==> config.mk <==
export PLATFORM = sky130hd
export DESIGN_NAME = tx_resp_ctrl
export DESIGN_NICKNAME = d
export VERILOG_FILES = /design/src/cpl_pkg.sv /design/src/cpl_split_ctrl.sv /design/src/cpl_credit_track.sv /design/src/cpl_hdr_build.sv /design/src/tx_resp_ctrl.sv
export SDC_FILE = /design/constraint.sdc
export NUM_CORES = 1
export LEC_CHECK = 0
export BUFFER_PORTS_ARGS = -buffer_cell sky130_fd_sc_hd__buf_4
export CORE_MARGIN = 10
export CORE_UTILIZATION = 40
export CTS_BUF_LIST = sky130_fd_sc_hd__clkbuf_2 sky130_fd_sc_hd__clkbuf_4 sky130_fd_sc_hd__clkbuf_8
export DETAILED_ROUTE_END_ITERATION = 8
export HOLD_SLACK_MARGIN = 0.12
export SYNTH_ARGS = -nofsm -noshare
export SYNTH_HDL_FRONTEND = slang
export SYNTH_SLANG_ARGS = --single-unit
==> constraint.sdc <==
create_clock -name AvlClk_i -period 5 [get_ports AvlClk_i]
set_input_delay 1 -clock AvlClk_i [delete_from_list [all_inputs] [get_ports AvlClk_i]]
set_output_delay 1 -clock AvlClk_i [all_outputs]
set_load 0.01 [all_outputs]
==> src/cpl_pkg.sv <==
`default_nettype none

package cpl_pkg;

  // pending-read entry layout
  localparam int unsigned PND_RD_W    = 53;
  localparam int unsigned TAG_LSB     = 0;
  localparam int unsigned TAG_W       = 8;
  // address bits 6:2 of the read
  localparam int unsigned ADDR_DW_LSB = 8;
  localparam int unsigned ADDR_DW_W   = 5;
  localparam int unsigned REQ_ID_LSB  = 13;
  localparam int unsigned REQ_ID_W    = 16;
  localparam int unsigned DW_LEN_LSB  = 29;
  localparam int unsigned DW_LEN_W    = 11;
  localparam int unsigned FBE_LSB     = 40;
  localparam int unsigned LBE_LSB     = 44;
  localparam int unsigned BE_W        = 4;
  localparam int unsigned ATTR_LSB    = 48;
  localparam int unsigned ATTR_W      = 2;
  localparam int unsigned TC_LSB      = 50;
  localparam int unsigned TC_W        = 3;

  // byte counts and credit arithmetic
  localparam int unsigned BCNT_W         = 13;
  localparam int unsigned CRED_W         = 11;
  localparam int unsigned RCB_BYTES      = 128;
  localparam int unsigned MPS_SMALL      = 128;
  localparam int unsigned MPS_LARGE      = 256;
  localparam int unsigned BEAT_BYTES     = 16;
  localparam int unsigned CRED_WINDOW    = 1024;
  localparam int unsigned CMD_FIFO_LIMIT = 8;
  localparam int unsigned CPLBUF_AW      = 9;

  // completion sequencer, one-hot
  typedef enum logic [13:0] {
    IDLE       = 14'b00_0000_0000_0001,
    RD_FIFO    = 14'b00_0000_0000_0010,
    LD_BCNT    = 14'b00_0000_0000_0100,
    WAIT_DATA  = 14'b00_0000_0000_1000,
    WAIT_FIRST = 14'b00_0000_0001_0000,
    WAIT_MAX   = 14'b00_0000_0010_0000,
    WAIT_LAST  = 14'b00_0000_0100_0000,
    PIPE_FIRST = 14'b00_0000_1000_0000,
    PIPE_MAX   = 14'b00_0001_0000_0000,
    PIPE_LAST  = 14'b00_0010_0000_0000,
    SEND_FIRST = 14'b00_0100_0000_0000,
    SEND_MAX   = 14'b00_1000_0000_0000,
    SEND_LAST  = 14'b01_0000_0000_0000,
    DONE       = 14'b10_0000_0000_0000
  } split_state_e;

endpackage

`default_nettype wire

==> src/cpl_split_ctrl.sv <==
`timescale 1ns/1ns
`default_nettype none

module cpl_split_ctrl (
  input  wire                        AvlClk_i,
  input  wire                        Rstn_i,
  input  wire                        pnd_empty_i,
  input  wire [10:0]                 dw_len_i,
  input  wire [4:0]                  addr_dw_i,
  input  wire [2:0]                  dev_csr_mps_i,
  input  wire [3:0]                  cmd_fifo_used_i,
  input  wire                        cmd_fifo_busy_i,
  input  wire                        credit_ok_i,
  output logic                       pnd_rd_req_o,
  output logic                       entry_load_o,
  output logic                       chunk_load_o,
  output logic [cpl_pkg::BCNT_W-1:0] chunk_bytes_o,
  output logic                       chunk_send_o,
  output logic                       first_cpl_o,
  output logic [cpl_pkg::BCNT_W-1:0] curr_bcnt_o,
  output logic                       cpl_wr_o,
  output logic                       idle_o
);

  import cpl_pkg::*;

  split_state_e      state_q;
  split_state_e      state_d;
  logic [BCNT_W-1:0] curr_bcnt_q;
  logic [BCNT_W-1:0] rcb_left_q;
  logic [BCNT_W-1:0] rcb_left_d;
  logic [BCNT_W-1:0] chunk_q;
  logic [BCNT_W-1:0] chunk_d;
  logic [BCNT_W-1:0] max_payload;
  logic              first_q;
  logic              cmd_fifo_ok;
  logic              issue_ok;
  logic              sending;
  logic              loading;

  // max payload from device control bits 7:5
  assign max_payload = (dev_csr_mps_i == 3'b000) ? BCNT_W'(MPS_SMALL) : BCNT_W'(MPS_LARGE);

  // bytes from the start address up to the next read completion boundary
  assign rcb_left_d = BCNT_W'(RCB_BYTES) - {{(BCNT_W-7){1'b0}}, addr_dw_i, 2'b00};

  // the command FIFO is checked in PIPE, one cycle ahead of cpl_wr_o
  assign cmd_fifo_ok = (cmd_fifo_used_i < 4'(CMD_FIFO_LIMIT)) & ~cmd_fifo_busy_i;
  assign issue_ok    = cmd_fifo_ok & credit_ok_i;

  always_comb
  begin
    state_d = state_q;
    chunk_d = chunk_q;
    case (state_q)
      IDLE:
      begin
        if (!pnd_empty_i)
          state_d = RD_FIFO;
      end
      RD_FIFO:
        state_d = LD_BCNT;
      LD_BCNT:
        state_d = WAIT_DATA;
      WAIT_DATA:
      begin
        // pick the kind and size of the next completion
        if (first_q && (curr_bcnt_q > rcb_left_q))
        begin
          state_d = WAIT_FIRST;
          chunk_d = rcb_left_q;
        end
        else if (!first_q && (curr_bcnt_q > max_payload))
        begin
          state_d = WAIT_MAX;
          chunk_d = max_payload;
        end
        else
        begin
          state_d = WAIT_LAST;
          chunk_d = curr_bcnt_q;
        end
      end
      WAIT_FIRST:
        state_d = PIPE_FIRST;
      WAIT_MAX:
        state_d = PIPE_MAX;
      WAIT_LAST:
        state_d = PIPE_LAST;
      PIPE_FIRST:
      begin
        if (issue_ok)
          state_d = SEND_FIRST;
      end
      PIPE_MAX:
      begin
        if (issue_ok)
          state_d = SEND_MAX;
      end
      PIPE_LAST:
      begin
        if (issue_ok)
          state_d = SEND_LAST;
      end
      // a max chunk is only taken when more bytes follow it
      SEND_FIRST,
      SEND_MAX:
        state_d = WAIT_DATA;
      SEND_LAST:
        state_d = DONE;
      DONE:
        state_d = IDLE;
      default:
        state_d = IDLE;
    endcase
  end

  always_ff @(posedge AvlClk_i or negedge Rstn_i)
  begin
    if (!Rstn_i)
      state_q <= IDLE;
    else
      state_q <= state_d;
  end

  assign sending = (state_q == SEND_FIRST) | (state_q == SEND_MAX) | (state_q == SEND_LAST);
  assign loading = (state_q == WAIT_FIRST) | (state_q == WAIT_MAX) | (state_q == WAIT_LAST);

  always_ff @(posedge AvlClk_i or negedge Rstn_i)
  begin
    if (!Rstn_i)
    begin
      curr_bcnt_q <= '0;
      rcb_left_q  <= '0;
      chunk_q     <= '0;
      first_q     <= 1'b0;
    end
    else
    begin
      chunk_q <= chunk_d;
      if (state_q == LD_BCNT)
      begin
        curr_bcnt_q <= {dw_len_i, 2'b00};
        rcb_left_q  <= rcb_left_d;
        first_q     <= 1'b1;
      end
      else if (sending)
      begin
        // whatever is sent comes off the outstanding count
        curr_bcnt_q <= curr_bcnt_q - chunk_q;
        first_q     <= 1'b0;
      end
    end
  end

  assign pnd_rd_req_o  = (state_q == RD_FIFO);
  assign entry_load_o  = (state_q == LD_BCNT);
  assign chunk_load_o  = loading;
  assign chunk_bytes_o = chunk_q;
  assign chunk_send_o  = sending;
  assign cpl_wr_o      = sending;
  // high one cycle early so the byte count register sees it
  assign first_cpl_o   = (state_q == LD_BCNT) | first_q;
  assign curr_bcnt_o   = curr_bcnt_q;
  assign idle_o        = (state_q == IDLE) & pnd_empty_i;

endmodule

`default_nettype wire

==> src/cpl_credit_track.sv <==
`timescale 1ns/1ns
`default_nettype none

module cpl_credit_track (
  input  wire                          AvlClk_i,
  input  wire                          Rstn_i,
  input  wire                          rd_data_valid_i,
  input  wire                          chunk_load_i,
  input  wire [cpl_pkg::BCNT_W-1:0]    chunk_bytes_i,
  input  wire                          chunk_send_i,
  output logic                         credit_ok_o,
  output logic [cpl_pkg::CPLBUF_AW-1:0] cplbuf_wr_addr_o
);

  import cpl_pkg::*;

  logic [CRED_W-1:0]    limit_q;
  logic [CRED_W-1:0]    consumed_q;
  logic [CRED_W-1:0]    required_q;
  logic [CRED_W-1:0]    chunk_q;
  logic [CRED_W-1:0]    avail;
  logic                 credit_ok_q;
  logic [CPLBUF_AW-1:0] wr_addr_q;

  // all three counters wrap at 2048, only differences matter
  assign avail = limit_q - required_q;

  always_ff @(posedge AvlClk_i or negedge Rstn_i)
  begin
    if (!Rstn_i)
    begin
      limit_q   <= '0;
      wr_addr_q <= '0;
    end
    else if (rd_data_valid_i)
    begin
      limit_q   <= limit_q + CRED_W'(BEAT_BYTES);
      wr_addr_q <= wr_addr_q + 1'b1;
    end
  end

  always_ff @(posedge AvlClk_i or negedge Rstn_i)
  begin
    if (!Rstn_i)
    begin
      consumed_q  <= '0;
      required_q  <= '0;
      chunk_q     <= '0;
      credit_ok_q <= 1'b0;
    end
    else
    begin
      if (chunk_load_i)
      begin
        chunk_q    <= chunk_bytes_i[CRED_W-1:0];
        required_q <= consumed_q + chunk_bytes_i[CRED_W-1:0];
      end
      if (chunk_send_i)
        consumed_q <= consumed_q + chunk_q;
      // stale until required_q holds the new chunk
      if (chunk_load_i)
        credit_ok_q <= 1'b0;
      else
        credit_ok_q <= (avail <= CRED_W'(CRED_WINDOW));
    end
  end

  assign credit_ok_o      = credit_ok_q;
  assign cplbuf_wr_addr_o = wr_addr_q;

endmodule

`default_nettype wire

==> src/cpl_hdr_build.sv <==
`timescale 1ns/1ns
`default_nettype none

module cpl_hdr_build (
  input  wire                          AvlClk_i,
  input  wire                          Rstn_i,
  input  wire [cpl_pkg::PND_RD_W-1:0]  pnd_entry_i,
  input  wire                          entry_load_i,
  input  wire                          first_cpl_i,
  input  wire [cpl_pkg::BCNT_W-1:0]    chunk_bytes_i,
  input  wire                          chunk_send_i,
  input  wire [cpl_pkg::BCNT_W-1:0]    curr_bcnt_i,
  output logic [cpl_pkg::TAG_W-1:0]    cpl_tag_o,
  output logic [cpl_pkg::REQ_ID_W-1:0] cpl_req_id_o,
  output logic [cpl_pkg::ATTR_W-1:0]   cpl_attr_o,
  output logic [cpl_pkg::TC_W-1:0]     cpl_tc_o,
  output logic [8:0]                   cpl_dw_len_o,
  output logic [11:0]                  cpl_byte_cnt_o,
  output logic [6:0]                   cpl_lower_addr_o
);

  import cpl_pkg::*;

  logic [BE_W-1:0]     fbe;
  logic [BE_W-1:0]     lbe;
  logic [TAG_W-1:0]    tag_q;
  logic [REQ_ID_W-1:0] req_id_q;
  logic [ATTR_W-1:0]   attr_q;
  logic [TC_W-1:0]     tc_q;
  logic [1:0]          fbe_skip_q;
  logic [1:0]          lbe_skip_q;
  logic [6:0]          lower_addr_q;
  logic [BCNT_W-1:0]   bcnt_d;
  logic [11:0]         bcnt_q;

  // disabled bytes below the lowest enabled one
  function automatic logic [1:0] low_skip(input logic [3:0] be);
    logic [1:0] n;
    casez (be)
      4'b???1: n = 2'd0;
      4'b??10: n = 2'd1;
      4'b?100: n = 2'd2;
      4'b1000: n = 2'd3;
      default: n = 2'd0;
    endcase
    return n;
  endfunction

  // disabled bytes above the highest enabled one
  function automatic logic [1:0] high_skip(input logic [3:0] be);
    logic [1:0] n;
    casez (be)
      4'b1???: n = 2'd0;
      4'b01??: n = 2'd1;
      4'b001?: n = 2'd2;
      4'b0001: n = 2'd3;
      default: n = 2'd0;
    endcase
    return n;
  endfunction

  assign fbe = pnd_entry_i[FBE_LSB +: BE_W];
  assign lbe = pnd_entry_i[LBE_LSB +: BE_W];

  // entry fields held for all completions of one read
  always_ff @(posedge AvlClk_i)
  begin
    if (entry_load_i)
    begin
      tag_q      <= pnd_entry_i[TAG_LSB +: TAG_W];
      req_id_q   <= pnd_entry_i[REQ_ID_LSB +: REQ_ID_W];
      attr_q     <= pnd_entry_i[ATTR_LSB +: ATTR_W];
      tc_q       <= pnd_entry_i[TC_LSB +: TC_W];
      fbe_skip_q <= low_skip(fbe);
      lbe_skip_q <= high_skip(lbe);
    end
  end

  // later completions start on an RCB, so lower address is zero
  always_ff @(posedge AvlClk_i or negedge Rstn_i)
  begin
    if (!Rstn_i)
      lower_addr_q <= '0;
    else if (entry_load_i)
      lower_addr_q <= {pnd_entry_i[ADDR_DW_LSB +: ADDR_DW_W], low_skip(fbe)};
    else if (chunk_send_i)
      lower_addr_q <= '0;
  end

  // remaining byte count, FBE only trims the first completion
  assign bcnt_d = curr_bcnt_i
                - {{(BCNT_W-2){1'b0}}, (first_cpl_i ? fbe_skip_q : 2'd0)}
                - {{(BCNT_W-2){1'b0}}, lbe_skip_q};

  // 4096 bytes wraps to 0 in the 12-bit field
  always_ff @(posedge AvlClk_i or negedge Rstn_i)
  begin
    if (!Rstn_i)
      bcnt_q <= '0;
    else
      bcnt_q <= bcnt_d[11:0];
  end

  assign cpl_tag_o        = tag_q;
  assign cpl_req_id_o     = req_id_q;
  assign cpl_attr_o       = attr_q;
  assign cpl_tc_o         = tc_q;
  assign cpl_dw_len_o     = chunk_bytes_i[10:2];
  assign cpl_byte_cnt_o   = bcnt_q;
  assign cpl_lower_addr_o = lower_addr_q;

endmodule

`default_nettype wire

==> src/tx_resp_ctrl.sv <==
`timescale 1ns/1ns
`default_nettype none

module tx_resp_ctrl (
  input  wire                           AvlClk_i,
  input  wire                           Rstn_i,
  input  wire                           pnd_empty_i,
  input  wire [cpl_pkg::PND_RD_W-1:0]   pnd_entry_i,
  input  wire                           rd_data_valid_i,
  input  wire [3:0]                     cmd_fifo_used_i,
  input  wire                           cmd_fifo_busy_i,
  input  wire [31:0]                    dev_csr_i,
  output logic                          pnd_rd_req_o,
  output logic                          cpl_wr_o,
  output logic [cpl_pkg::TAG_W-1:0]     cpl_tag_o,
  output logic [cpl_pkg::REQ_ID_W-1:0]  cpl_req_id_o,
  output logic [cpl_pkg::ATTR_W-1:0]    cpl_attr_o,
  output logic [cpl_pkg::TC_W-1:0]      cpl_tc_o,
  output logic [8:0]                    cpl_dw_len_o,
  output logic [11:0]                   cpl_byte_cnt_o,
  output logic [6:0]                    cpl_lower_addr_o,
  output logic [cpl_pkg::CPLBUF_AW-1:0] cplbuf_wr_addr_o,
  output logic                          idle_o
);

  import cpl_pkg::*;

  logic              entry_load;
  logic              chunk_load;
  logic [BCNT_W-1:0] chunk_bytes;
  logic              chunk_send;
  logic              first_cpl;
  logic [BCNT_W-1:0] curr_bcnt;
  logic              credit_ok;

  // sequencer, max payload comes from device control bits 7:5
  cpl_split_ctrl u_split (
    .AvlClk_i        (AvlClk_i),
    .Rstn_i          (Rstn_i),
    .pnd_empty_i     (pnd_empty_i),
    .dw_len_i        (pnd_entry_i[DW_LEN_LSB +: DW_LEN_W]),
    .addr_dw_i       (pnd_entry_i[ADDR_DW_LSB +: ADDR_DW_W]),
    .dev_csr_mps_i   (dev_csr_i[7:5]),
    .cmd_fifo_used_i (cmd_fifo_used_i),
    .cmd_fifo_busy_i (cmd_fifo_busy_i),
    .credit_ok_i     (credit_ok),
    .pnd_rd_req_o    (pnd_rd_req_o),
    .entry_load_o    (entry_load),
    .chunk_load_o    (chunk_load),
    .chunk_bytes_o   (chunk_bytes),
    .chunk_send_o    (chunk_send),
    .first_cpl_o     (first_cpl),
    .curr_bcnt_o     (curr_bcnt),
    .cpl_wr_o        (cpl_wr_o),
    .idle_o          (idle_o)
  );

  cpl_credit_track u_credit (
    .AvlClk_i         (AvlClk_i),
    .Rstn_i           (Rstn_i),
    .rd_data_valid_i  (rd_data_valid_i),
    .chunk_load_i     (chunk_load),
    .chunk_bytes_i    (chunk_bytes),
    .chunk_send_i     (chunk_send),
    .credit_ok_o      (credit_ok),
    .cplbuf_wr_addr_o (cplbuf_wr_addr_o)
  );

  cpl_hdr_build u_hdr (
    .AvlClk_i         (AvlClk_i),
    .Rstn_i           (Rstn_i),
    .pnd_entry_i      (pnd_entry_i),
    .entry_load_i     (entry_load),
    .first_cpl_i      (first_cpl),
    .chunk_bytes_i    (chunk_bytes),
    .chunk_send_i     (chunk_send),
    .curr_bcnt_i      (curr_bcnt),
    .cpl_tag_o        (cpl_tag_o),
    .cpl_req_id_o     (cpl_req_id_o),
    .cpl_attr_o       (cpl_attr_o),
    .cpl_tc_o         (cpl_tc_o),
    .cpl_dw_len_o     (cpl_dw_len_o),
    .cpl_byte_cnt_o   (cpl_byte_cnt_o),
    .cpl_lower_addr_o (cpl_lower_addr_o)
  );

endmodule

`default_nettype wire

==> results.md <==
* Final WS setup at between 1 and 1.5 ns
* Fraction of layout cells with a size suffix above 1 at 21.4%
* GRT overflow at 0
* Proportion of synthesized chip area in sequential cells at around half
* Setup Buffers After CTS at 0
* Global placer's final weighted congestion at slightly below 0.9
* Initial antenna violation count at 0
* DP Area at ~0.0091 mm²
* Dpl ws at 1.33 ns
* Min Tclk post-route at about 3.7 ns
* Worst-Margin Slew at 0.912 ns
* Num rows at 51
* Clock Latency Late Sink at between 0.4 and 0.5 ns
* WL per Instance at 16.4 µm
* Util after Layout at approximately half
* Mapped Cells at between 700 and 800
* Post-Route WL at around 19000 µm
* Crit path kind: flop to flop
* Clk sinks at about 150
* EDFF count, synth at 33
* Fmax achieved at around 270 MHz
* GRT Util Overall at between 10 and 15%
* Async S/R FF share, synth at between 70% and 80%
* Initial DRC count at between 300 and 400
* CP max FO at 28
* DR pass1 iterations at 5
* Cell taking the most area after synthesis: dfrtp_1
* Leak Pwr at roughly 4.5 nW
* Initial Util at roughly two fifths
* Nets at ~1000
* Pin count of the biggest net entering global routing at about 70
* Most numerous cell in the Yosys netlist: dfrtp_1
* Final HPWL from detailed placement at 14200 µm
* Die area at around 0.026 mm²
* # fillers at approximately 1900
* Max Buffers Root-to-Sink at 2
* Slew Viols, Final at 0
* CP Capture Type: flop
* Final setup violation count at 0
* Antenna Cells at 0
* Met1 Track Usage GR at a little under a fifth
* CP startpoint kind: flop
* Relative slew slack at 39.2%
* Crit share post-route at between 70% and 80%
* Remaining antenna violation count at 0
* Die X at around 160 µm
* RSZ-0062 raised after global routing: no
* TritonCTS clock tree: done
* Most used routing layer: met2
* Vias in the first global route at 5866
* Average vias per placed instance at between 5 and 6
* # hold bufs at CTS at 0
* Average size of a mapped cell at approximately 10 µm²
* Required time worst endpoint at approximately 5.4 ns
* P&R area growth vs syn at 20.4%
* Top Ports at ~160
* Synth top area cells: dfrtp_1, edfxtp_1, ha_1
* Maximum vdd drop at around 0.23 mV
* Worst-path clk slew at 0.09 ns
* Unique masters post-synth at 69
* Finished Cell Area at about 0.0096 mm²
* Synth cell count leaders: dfrtp_1, nand2_1, o21ai_0
* CTS HTree Levels at 4
* Hold Violations, Final at 0
* M3 GR Usage at between 4 and 5%
* WP data arrival at roughly 4.1 ns
* Met2 usage at a little under a quarter
* Most used DFF post-synth: dfrtp_1
* First-pass GRT wire length at slightly above 30000 µm
* Syn nets at 910
* Mapped Area at just under 0.008 mm²
* Post-CTS resize count at 0
* Max-cap viol count at 0
* Yosys reg bits at between 100 and 150
* Root buffer cell: clkbuf_8
* PD cells at 517 mW/mm²
* Clk_skew at about 0.013 ns
* Cts bufs inserted at 17
* Port buffer count at 130
* Ys Warns at 0
* # DRC at 0
* Outcome: finished clean
* Via count at roughly 5900
* Share of the synthesized area in the top cell type at 36.2%
* Setup TNS at 0 ns
* Core footprint at between 0.015 and 0.02 mm²
* Hold WC Path Type: flop to flop
* Die Height at 161 µm
layout by cell type (no fill, tap or decap), drive strengths merged, types with 7 or more instances in the layout:
master,count
buf,135
dfrtp,115
nand2,82
o21ai,70
inv,55
ha,54
nor2,50
edfxtp,33
xor2,30
a21oi,26
xnor2,24
nor3,18
clkbuf,17
nand3,12
nor2b,12
a21o,11
nand2b,10
nor4,10
nand4,9
a22o,8
mux2i,8
and2,7
and3,7
per-stage QoR:
step | total power, mW | hold slack (ns) | std cells
CTS | 5.01 | 0.476 | 1163
global placement | 3.95 | 0.458 | 1131
finish | 4.95 | 0.474 | 1163
floorplan | 3.30 | 0.450 | 757
global route | 5.33 | 0.497 | 1163
detailed placement | 3.98 | 0.461 | 1131
cell type report:
| cell class | instances | area [µm²] | area share (%) |
|---|---|---|---|
| Inverter | 48 | 181 | 1.90 |
| Multi-Input combinational cell | 534 | 3720 | 38.9 |
| Sequential cell | 149 | 3890 | 40.7 |
| Clock buffer | 17 | 234 | 2.45 |
| Timing Repair Buffer | 135 | 1010 | 10.6 |
| Clock inverter | 15 | 186 | 1.95 |
| Tap cell | 265 | 332 | 3.47 |
flip-flops by register name, indices dropped and copies added (netlist names), 9 cells and up:
name / cells
u_hdr.cpl_req_id_o: 16
u_split.state_q: 14
u_split.chunk_bytes_o: 13
u_split.curr_bcnt_o: 13
u_hdr.cpl_byte_cnt_o: 12
u_credit.chunk_q: 11
u_credit.consumed_q: 11
u_credit.required_q: 11
u_credit.cplbuf_wr_addr_o: 9
final timing paths:
kind | cells after the start | from | slack, ns | endpoint
worst max register to register | 12 | u_split.state_q[3] | 1.26 | u_hdr.cpl_byte_cnt_o[10]
worst min register to register | 1 | u_credit.cplbuf_wr_addr_o[8] | 0.47 | u_credit.cplbuf_wr_addr_o[8]
max in group asynchronous | 2 | Rstn_i | 3.35 | u_split.rcb_left_q[5]
min in group asynchronous | 1 | Rstn_i | 0.69 | u_credit.credit_ok_o
worst max-delay path | 12 | u_split.state_q[3] | 1.26 | u_hdr.cpl_byte_cnt_o[10]
worst min-delay path | 1 | u_credit.cplbuf_wr_addr_o[8] | 0.47 | u_credit.cplbuf_wr_addr_o[8]
report_power, final:
| group | internal [mW] | switching [mW] |
|---|---|---|
| logic | 0.962 | 1.09 |
| clock network | 0.468 | 0.530 |
| registers | 1.57 | 0.327 |
worst max-delay path, stage by stage, from the launching register on:
cell	delay (ns)
dfrtp_1	0.53
nor4b_1	0.36
nand4_1	0.13
buf_4	0.24
inv_2	0.46
o21ai_0	0.19
fa_1	0.44
inv_1	0.09
fa_1	0.20
nor2b_1	0.08
or4_1	0.51
nor4_2	0.21
xor2_1	0.20
cell families (layout without fill, tap and decap cells):
| kind of cell | Yosys count | count (layout) | synth area share (%) |
|---|---|---|---|
| and+or+nand+nor | 242 | 242 | 16.0 |
| AOI/OAI and AO/OA | 166 | 166 | 13.4 |
| DFF | 149 | 149 | 49.0 |
| xor gates and xnor gates | 54 | 54 | 5.95 |
| muxes | 13 | 13 | 1.72 |
| buffers and inverters | 74 | 215 | 4.14 |
| adders and majority gates | 59 | 59 | 9.76 |
routing by layer:
metal,vias to the layer above,wire length (µm)
li1,2940,-
met1,2846,8810
met2,95,9370
met3,10,735
met4,0,119
met5,-,0
No activity file was read; power rests on OpenSTA's default activity.
